==> src/source/bus_pkg.sv <==
`default_nettype none

package bus_pkg;

    // Address and data share one 32-bit bus word
    typedef logic [31:0] bus_word_t;

    // Command field opcodes
    typedef enum logic [2:0] {
        CMD_IDLE = 3'b000,
        CMD_READ = 3'b010, // Request beat
        CMD_RESP = 3'b011  // Data beat
    } bus_cmd_t;

    // Bid levels on reqout
    typedef enum logic [1:0] {
        BID_NONE = 2'b00,
        BID_LOW  = 2'b01, // Normal refill
        BID_HIGH = 2'b11  // FIFO running dry
    } bus_bid_t;

    // Words per read burst
    localparam int BURST_BEATS = 4;

    // lenout encodes beats minus one
    localparam logic [1:0] BURST_LEN = 2'(BURST_BEATS - 1);

endpackage

`default_nettype wire

==> src/source/video_pkg.sv <==
`default_nettype none

package video_pkg;

    // Bits per colour channel
    localparam int COLOR_W = 8;

    // 24-bit RGB, red in the top byte
    typedef struct packed {
        logic [COLOR_W-1:0] red;
        logic [COLOR_W-1:0] green;
        logic [COLOR_W-1:0] blue;
    } pixel_t;

    // Shown when no pixel is available or outside the active area
    localparam pixel_t BLACK = '0;

    // Fetcher sequence
    typedef enum logic [1:0] {
        F_IDLE = 2'd0, // Wait for FIFO room
        F_BID  = 2'd1, // Bid until granted
        F_CMD  = 2'd2, // Command beat
        F_DATA = 2'd3  // Collect returned words
    } fetch_state_t;

endpackage

`default_nettype wire

==> src/source/frame_fetch.sv <==
`default_nettype none

module frame_fetch #(
    parameter int H_ACTIVE = 640,
    parameter int V_ACTIVE = 480,
    parameter int FIFO_DEPTH = 64,
    parameter bus_pkg::bus_word_t FRAME_BASE = 32'h0000_0000
) (
    input  logic                         clk,
    input  logic                         reset_n,
    input  logic                         selin,
    input  bus_pkg::bus_cmd_t            cmdin,
    input  bus_pkg::bus_word_t           addrdatain,
    input  logic                         ackin,
    input  logic [$clog2(FIFO_DEPTH):0]  fifo_level,
    output bus_pkg::bus_bid_t            reqout,
    output bus_pkg::bus_cmd_t            cmdout,
    output logic [1:0]                   lenout,
    output bus_pkg::bus_word_t           addrdataout,
    output logic                         wr_en,
    output video_pkg::pixel_t            wr_data
);
    import bus_pkg::*;
    import video_pkg::*;

    localparam int LW = $clog2(FIFO_DEPTH) + 1;

    // Room for a full burst, and the urgent refill threshold
    localparam logic [LW-1:0] ROOM_MAX = LW'(FIFO_DEPTH - BURST_BEATS);
    localparam logic [LW-1:0] URGENT_LEVEL = LW'(FIFO_DEPTH / 4);

    // Start address of the last burst in the frame
    localparam bus_word_t FRAME_LAST =
        FRAME_BASE + bus_word_t'(H_ACTIVE * V_ACTIVE - BURST_BEATS);

    fetch_state_t state;
    logic [1:0]   beat_cnt;
    bus_word_t    addr;

    // A response beat belonging to our burst
    assign wr_en = (state == F_DATA) && selin && (cmdin == CMD_RESP);
    assign wr_data = pixel_t'(addrdatain[$bits(pixel_t)-1:0]);

    always_ff @(posedge clk or negedge reset_n) begin
        if (!reset_n) begin
            state <= F_IDLE;
            beat_cnt <= 2'd0;
            addr <= FRAME_BASE;
        end else begin
            case (state)
                F_IDLE: begin
                    if (fifo_level <= ROOM_MAX) begin
                        state <= F_BID;
                    end
                end
                F_BID: begin
                    if (ackin) begin
                        state <= F_CMD;
                    end
                end
                F_CMD: begin
                    state <= F_DATA;
                end
                F_DATA: begin
                    if (wr_en) begin
                        beat_cnt <= beat_cnt + 2'd1; // Wraps back to zero on the last beat
                        if (beat_cnt == BURST_LEN) begin
                            state <= F_IDLE;
                            addr <= (addr == FRAME_LAST) ? FRAME_BASE
                                                         : addr + bus_word_t'(BURST_BEATS);
                        end
                    end
                end
                default: state <= F_IDLE;
            endcase
        end
    end

    // Bus outputs decoded from the state
    always_comb begin
        reqout = BID_NONE;
        cmdout = CMD_IDLE;
        lenout = 2'b00;
        addrdataout = '0;
        if (state == F_BID) begin
            reqout = (fifo_level < URGENT_LEVEL) ? BID_HIGH : BID_LOW;
        end
        if (state == F_CMD) begin
            cmdout = CMD_READ;
            lenout = BURST_LEN;
            addrdataout = addr;
        end
    end

endmodule

`default_nettype wire

==> src/source/pixel_fifo.sv <==
`default_nettype none

module pixel_fifo #(
    parameter int FIFO_DEPTH = 64
) (
    input  logic                         clk,
    input  logic                         reset_n,
    input  logic                         wr_en,
    input  video_pkg::pixel_t            wr_data,
    input  logic                         rd_en,
    output video_pkg::pixel_t            rd_data,
    output logic                         empty,
    output logic [$clog2(FIFO_DEPTH):0]  level,
    output logic                         underflow
);
    import video_pkg::*;

    localparam int AW = $clog2(FIFO_DEPTH);

    pixel_t mem [FIFO_DEPTH];

    // Extra top bit tells a full queue from an empty one
    logic [AW:0] wr_ptr;
    logic [AW:0] rd_ptr;
    logic        full;
    logic        do_write;
    logic        do_read;

    assign full = (wr_ptr[AW] != rd_ptr[AW]) && (wr_ptr[AW-1:0] == rd_ptr[AW-1:0]);
    assign empty = (wr_ptr == rd_ptr);
    assign level = wr_ptr - rd_ptr;

    assign do_write = wr_en && !full;
    assign do_read = rd_en && !empty;

    assign rd_data = mem[rd_ptr[AW-1:0]]; // Head of queue, no read latency

    always_ff @(posedge clk) begin
        if (do_write) begin
            mem[wr_ptr[AW-1:0]] <= wr_data;
        end
    end

    always_ff @(posedge clk or negedge reset_n) begin
        if (!reset_n) begin
            wr_ptr <= '0;
        end else if (do_write) begin
            wr_ptr <= wr_ptr + 1'b1;
        end
    end

    always_ff @(posedge clk or negedge reset_n) begin
        if (!reset_n) begin
            rd_ptr <= '0;
        end else if (do_read) begin
            rd_ptr <= rd_ptr + 1'b1;
        end
    end

    // Sticky until the next reset
    always_ff @(posedge clk or negedge reset_n) begin
        if (!reset_n) begin
            underflow <= 1'b0;
        end else if (rd_en && empty) begin
            underflow <= 1'b1;
        end
    end

endmodule

`default_nettype wire

==> src/source/video_timing.sv <==
`default_nettype none

module video_timing #(
    parameter int H_ACTIVE = 640,
    parameter int H_FRONT = 16,
    parameter int H_SYNC = 96,
    parameter int H_BACK = 48,
    parameter int V_ACTIVE = 480,
    parameter int V_FRONT = 10,
    parameter int V_SYNC = 2,
    parameter int V_BACK = 33
) (
    input  logic clk,
    input  logic reset_n,
    input  logic enable,
    output logic h_sync,
    output logic h_blank,
    output logic v_sync,
    output logic v_blank,
    output logic pixel_active
);
    localparam int H_TOTAL = H_ACTIVE + H_FRONT + H_SYNC + H_BACK;
    localparam int V_TOTAL = V_ACTIVE + V_FRONT + V_SYNC + V_BACK;
    localparam int HW = $clog2(H_TOTAL);
    localparam int VW = $clog2(V_TOTAL);

    // Sync windows, start inclusive and end exclusive
    localparam logic [HW-1:0] H_SYNC_START = HW'(H_ACTIVE + H_FRONT);
    localparam logic [HW-1:0] H_SYNC_END = HW'(H_ACTIVE + H_FRONT + H_SYNC);
    localparam logic [VW-1:0] V_SYNC_START = VW'(V_ACTIVE + V_FRONT);
    localparam logic [VW-1:0] V_SYNC_END = VW'(V_ACTIVE + V_FRONT + V_SYNC);

    logic [HW-1:0] h_cnt;
    logic [VW-1:0] v_cnt;
    logic          line_end;
    logic          frame_end;
    logic          h_act;
    logic          v_act;

    assign line_end = (h_cnt == HW'(H_TOTAL - 1));
    assign frame_end = (v_cnt == VW'(V_TOTAL - 1));

    always_ff @(posedge clk or negedge reset_n) begin
        if (!reset_n) begin
            h_cnt <= '0;
            v_cnt <= '0;
        end else if (!enable) begin
            h_cnt <= '0; // Park at the frame origin
            v_cnt <= '0;
        end else if (line_end) begin
            h_cnt <= '0;
            v_cnt <= frame_end ? '0 : v_cnt + 1'b1;
        end else begin
            h_cnt <= h_cnt + 1'b1;
        end
    end

    assign h_act = (h_cnt < HW'(H_ACTIVE));
    assign v_act = (v_cnt < VW'(V_ACTIVE));

    // Everything stays low while disabled
    assign h_blank = enable && !h_act;
    assign v_blank = enable && !v_act;
    assign h_sync = enable && (h_cnt >= H_SYNC_START) && (h_cnt < H_SYNC_END);
    assign v_sync = enable && (v_cnt >= V_SYNC_START) && (v_cnt < V_SYNC_END);
    assign pixel_active = enable && h_act && v_act;

endmodule

`default_nettype wire

==> src/source/pixel_out.sv <==
`default_nettype none

module pixel_out (
    input  logic                             clk,
    input  logic                             reset_n,
    input  logic                             h_sync,
    input  logic                             h_blank,
    input  logic                             v_sync,
    input  logic                             v_blank,
    input  logic                             pixel_active,
    input  video_pkg::pixel_t                rd_data,
    input  logic                             empty,
    output logic                             rd_en,
    output logic                             hsync,
    output logic                             hblank,
    output logic                             vsync,
    output logic                             vblank,
    output logic [video_pkg::COLOR_W-1:0]    r,
    output logic [video_pkg::COLOR_W-1:0]    g,
    output logic [video_pkg::COLOR_W-1:0]    b
);
    import video_pkg::*;

    pixel_t pixel;

    // One pop per active position, the FIFO drops it when empty
    assign rd_en = pixel_active;

    assign pixel = (pixel_active && !empty) ? rd_data : BLACK;

    // Syncs and colour leave together, one cycle after the position
    always_ff @(posedge clk or negedge reset_n) begin
        if (!reset_n) begin
            hsync <= 1'b0;
            hblank <= 1'b0;
            vsync <= 1'b0;
            vblank <= 1'b0;
            r <= '0;
            g <= '0;
            b <= '0;
        end else begin
            hsync <= h_sync;
            hblank <= h_blank;
            vsync <= v_sync;
            vblank <= v_blank;
            r <= pixel.red;
            g <= pixel.green;
            b <= pixel.blue;
        end
    end

endmodule

`default_nettype wire

==> src/source/video_out.sv <==
`default_nettype none

module video_out #(
    parameter int H_ACTIVE = 640,
    parameter int H_FRONT = 16,
    parameter int H_SYNC = 96,
    parameter int H_BACK = 48,
    parameter int V_ACTIVE = 480,
    parameter int V_FRONT = 10,
    parameter int V_SYNC = 2,
    parameter int V_BACK = 33,
    parameter int FIFO_DEPTH = 64,
    parameter bus_pkg::bus_word_t FRAME_BASE = 32'h0000_0000
) (
    input  logic                             clk,
    input  logic                             reset_n,
    input  logic                             enable,
    input  logic                             selin,
    input  bus_pkg::bus_cmd_t                cmdin,
    input  bus_pkg::bus_word_t               addrdatain,
    input  logic                             ackin,
    output bus_pkg::bus_bid_t                reqout,
    output bus_pkg::bus_cmd_t                cmdout,
    output logic [1:0]                       lenout,
    output bus_pkg::bus_word_t               addrdataout,
    output logic                             hsync,
    output logic                             hblank,
    output logic                             vsync,
    output logic                             vblank,
    output logic [video_pkg::COLOR_W-1:0]    r,
    output logic [video_pkg::COLOR_W-1:0]    g,
    output logic [video_pkg::COLOR_W-1:0]    b,
    output logic                             underflow
);
    import video_pkg::*;

    logic [$clog2(FIFO_DEPTH):0] fifo_level;
    logic                        wr_en;
    pixel_t                      wr_data;
    logic                        rd_en;
    pixel_t                      rd_data;
    logic                        empty;
    logic                        h_sync;
    logic                        h_blank;
    logic                        v_sync;
    logic                        v_blank;
    logic                        pixel_active;

    frame_fetch #(
        .H_ACTIVE   (H_ACTIVE),
        .V_ACTIVE   (V_ACTIVE),
        .FIFO_DEPTH (FIFO_DEPTH),
        .FRAME_BASE (FRAME_BASE)
    ) frame_fetch_inst (
        .clk         (clk),
        .reset_n     (reset_n),
        .selin       (selin),
        .cmdin       (cmdin),
        .addrdatain  (addrdatain),
        .ackin       (ackin),
        .fifo_level  (fifo_level),
        .reqout      (reqout),
        .cmdout      (cmdout),
        .lenout      (lenout),
        .addrdataout (addrdataout),
        .wr_en       (wr_en),
        .wr_data     (wr_data)
    );

    pixel_fifo #(
        .FIFO_DEPTH (FIFO_DEPTH)
    ) pixel_fifo_inst (
        .clk       (clk),
        .reset_n   (reset_n),
        .wr_en     (wr_en),
        .wr_data   (wr_data),
        .rd_en     (rd_en),
        .rd_data   (rd_data),
        .empty     (empty),
        .level     (fifo_level),
        .underflow (underflow)
    );

    video_timing #(
        .H_ACTIVE (H_ACTIVE),
        .H_FRONT  (H_FRONT),
        .H_SYNC   (H_SYNC),
        .H_BACK   (H_BACK),
        .V_ACTIVE (V_ACTIVE),
        .V_FRONT  (V_FRONT),
        .V_SYNC   (V_SYNC),
        .V_BACK   (V_BACK)
    ) video_timing_inst (
        .clk          (clk),
        .reset_n      (reset_n),
        .enable       (enable),
        .h_sync       (h_sync),
        .h_blank      (h_blank),
        .v_sync       (v_sync),
        .v_blank      (v_blank),
        .pixel_active (pixel_active)
    );

    pixel_out pixel_out_inst (
        .clk          (clk),
        .reset_n      (reset_n),
        .h_sync       (h_sync),
        .h_blank      (h_blank),
        .v_sync       (v_sync),
        .v_blank      (v_blank),
        .pixel_active (pixel_active),
        .rd_data      (rd_data),
        .empty        (empty),
        .rd_en        (rd_en),
        .hsync        (hsync),
        .hblank       (hblank),
        .vsync        (vsync),
        .vblank       (vblank),
        .r            (r),
        .g            (g),
        .b            (b)
    );

endmodule

`default_nettype wire

==> config.mk <==
export PLATFORM = sky130hd
export DESIGN_NAME = video_out
export DESIGN_NICKNAME = d
export VERILOG_FILES = /design/src/source/bus_pkg.sv /design/src/source/video_pkg.sv /design/src/source/frame_fetch.sv /design/src/source/pixel_fifo.sv /design/src/source/video_timing.sv /design/src/source/pixel_out.sv /design/src/source/video_out.sv
export SDC_FILE = /design/constraint.sdc
export NUM_CORES = 2
export LEC_CHECK = 0
export BUFFER_PORTS_ARGS = -buffer_cell sky130_fd_sc_hd__buf_4
export CAP_MARGIN = 20
export CORE_UTILIZATION = 58
export DETAILED_ROUTE_END_ITERATION = 8
export GPL_ROUTABILITY_DRIVEN = 0
export PLACE_DENSITY = 0.75
export SLEW_MARGIN = 20
export SYNTH_ARGS = -nofsm -noshare
export SYNTH_HDL_FRONTEND = slang
export SYNTH_SLANG_ARGS = --single-unit
==> constraint.sdc <==
create_clock -name clk -period 4.8 [get_ports clk]
set_input_delay 0 -clock clk [delete_from_list [all_inputs] [get_ports clk]]
set_output_delay 0 -clock clk [all_outputs]
set_load 0.01 [all_outputs]
==> flow_summary.yaml <==
grt:
  grt_pass1_vias: 32407
  grt_usage: 0.279
  grt_start_max_net_pins: 130
  overflow: 0
  grt_first_pass_wirelength_um: 222000
  antenna_found_initial: 2
yosys:
  ys_types: 67
  synth_common_cells: "edfxtp_1, mux2i_1, mux4_2, nor2_1, dfrtp_1"
  synth_cells: 3223
  yosysSeqAreaShare: 0.765
  synthMostInstantiatedCell: "edfxtp_1"
  synth_seq_cells: 1633
  async_reset_ff_frac: 0.0594
  synth_flop_cell: "edfxtp_1"
  synth_area_um2: 63500
  yosysTopAreaCell: "edfxtp_1"
  yosys_warnings: 0
  netlist_top_cells_area: "edfxtp_1, mux4_2, mux2i_1"
  avgSynthCellArea_um2: 19.7
  synth_top_area_frac: 0.726
  synth_edf_count: 1536
floorplan:
  start_util: 0.584
  rows: 121
  die_h_um: 333
  core_um2: 109000
  die_w_um: 333
  dieArea_um2: 111000
  num_io_pins: 108
sta:
  setup_violations: 0
  tightest_slew_ps: 1090
  hold_violations: 0
  final_max_slew_viol_count: 0
  setup_ws_ps: 959
  rsz0062_at_grt: "false"
  post-route-min-period_ps: 3840
  timing.fmax_ghz: 0.260
  finalSetupTns_ps: 0
  period_share: 0.800
  slew_headroom: 0.274
  fin_skew_ps: 29.0
drt:
  routed_wl_um: 154000
  wire_per_inst_um: 30.9
  viasPerCell: 6.63
  antenna_left: 0
  drt_iter0_markers: 4359
  vias: 33001
  drc: 0
  first_pass_iters: 7
cts:
  clk_pin_slew_ps: 60
  postCtsResizedCells: 0
  cts.sinks: 1633
  insertion_delay_ps: 780
  cts_tree: "yes"
  cts_buffer_depth: 3
  h-tree-depth: 4
  clockRootBuffer: "clkbuf_16"
  numCtsBuffers: 157
worst_setup_path:
  critPathArrivalTime_ps: 3840
  worstSetupPathType: "register to output port"
  cp-end-kind: "output port"
  start_kind: "register"
  crit_fanout: 23
  worstPathRequired_ps: 4800
placed_design:
  dp_slack_ps: 1160
  numPortBuffers: 95
  dp.cells: 4661
  dp_hpwl_um: 85000
cells_and_area:
  fin_nets: 3500
  drive_gt1_frac: 0.214
  utilization: 0.656
  area_delta_synth_final_pct: 12.4
  stdcell_count: 4974
  num-fill-cells: 6868
outcome:
  outcome: "finished clean"
hold_path:
  min_path_type: "input port to register"
flow_run:
  timing.max_cap.violations: 0
pwr:
  leakagePower_nw: 23.6
  p_per_area_nw_per_um2: 537
  ir_drop_mv: 0.655
==> report_power, final <==
group	switching (mW)	total, mW	internal, mW
Sequential	0.366	16.1	15.8
Combinational	6.39	10.4	3.98
Clock	5.05	11.8	6.78
==> kinds of logic after synthesis <==
kind of cell / count (synthesis) / synth area share
flip-flops: 1633 / 0.765
multiplexers: 533 / 0.136
AND/OR/NAND/NOR: 395 / 0.0305
AO/OA/AOI/OAI: 391 / 0.0419
buffers and inverters: 202 / 0.0160
XOR/XNOR: 48 / 0.00674
adder cells (fa/ha/maj): 20 / 0.00406
other: 1 / 0.0000591
==> final timing paths <==
kind,from,to,slack [ps],depth (start not counted)
max in group asynchronous,reset_n,pixel_fifo_inst.rd_ptr[1],3430,4
setup reg to reg,pixel_fifo_inst.rd_ptr[2],pixel_fifo_inst.mem[0][2],1000,9
min in group asynchronous,reset_n,video_timing_inst.v_cnt[7],270,4
hold / removal,enable,video_timing_inst.h_cnt[1],80,3
hold reg to reg,pixel_fifo_inst.underflow,pixel_fifo_inst.underflow,490,1
setup / recovery,pixel_fifo_inst.rd_ptr[0],reqout[1],960,7
==> what timing repair did <==
| action | in CTS | in global routing |
|---|---|---|
| hold buffers | 34 | 0 |
| hold endpoints to repair | 1684 | 0 |
| setup buffers | 0 | 0 |
==> placed cells by master (no fill, tap or decap), types with 4 or more instances in the layout <==
cell           count
mux2i_1          267
edfxtp_1        1536
clkinv_2          21
a211oi_1          25
o221ai_1          72
inv_1             22
nor2_1            67
bufinv_16         10
nor2b_1            4
inv_6              6
o21ai_0           69
nand3_1           23
o22ai_1           50
a21oi_1           80
nand2b_1           8
and2_1            33
dlygate4sd3_1     33
mux4_2           264
xnor2_1           33
ha_1              19
a32o_1            24
nand2_1           93
clkbuf_1          45
a22oi_1           48
and4_1             7
o31ai_1            5
nor2_2            64
nor3_1            29
dfrtp_1           94
xor2_1            14
and3_1            14
nand4_1           16
clkbuf_16        163
clkinv_1          27
conb_1             4
buf_4            192
buf_12             6
==> stage by stage <==
| step | hold WS, ps | power [mW] | cell area [um2] |
|---|---|---|---|
| after detailed placement | -77.4 | 26.6 | 66100 |
| after global placement | -88.4 | 26.4 | 66100 |
| after global routing | 96.2 | 39.4 | 71300 |
| final | 81.5 | 38.3 | 71300 |
| after floorplan | -296 | 23.0 | 63500 |
| after CTS | 46.0 | 38.3 | 71300 |
==> final cells by class <==
type                            count  area [um2]  share of cell area
Timing Repair Buffer              231        1890              0.0265
Multi-Input combinational cell   1391       14100               0.198
Sequential cell                  1633       48600               0.681
Clock buffer                      210        4280              0.0599
Tap cell                         1414        1770              0.0248
Inverter                           26         100             0.00140
Clock inverter                     67         596             0.00835
Antenna cell                        2        5.00           0.0000702
==> state kept, by name (all words and copies together), names as in the netlist <==
register                   cells
pixel_out_inst.vsync           1
pixel_out_inst.r               8
pixel_fifo_inst.mem         1536
video_timing_inst.v_cnt       10
frame_fetch_inst.beat_cnt      2
frame_fetch_inst.state         2
pixel_out_inst.vblank          1
pixel_out_inst.hblank          1
pixel_out_inst.b               8
pixel_fifo_inst.underflow      1
pixel_fifo_inst.rd_ptr         7
frame_fetch_inst.addr         30
pixel_out_inst.g               8
video_timing_inst.h_cnt       10
pixel_fifo_inst.wr_ptr         7
pixel_out_inst.hsync           1
==> critical path, cell delays in order, from the launching register on <==
cell and delay (ps):
dfrtp_4 690, ha_1 320, fa_1 390, nand2b_1 210, a211oi_1 310, mux2i_1 670, nor3_1 240, buf_4 220
==> routing by layer <==
layer / wire length, um / GRT usage / up-vias
met2: 71100 / 0.420 / 2003
met1: 59800 / 0.403 / 17080
li1: - / - / 13621
met3: 16700 / 0.0621 / 293
met4: 6170 / 0.112 / 4
met5: 21 / 0 / -
Power figures use the tool's default switching activity.
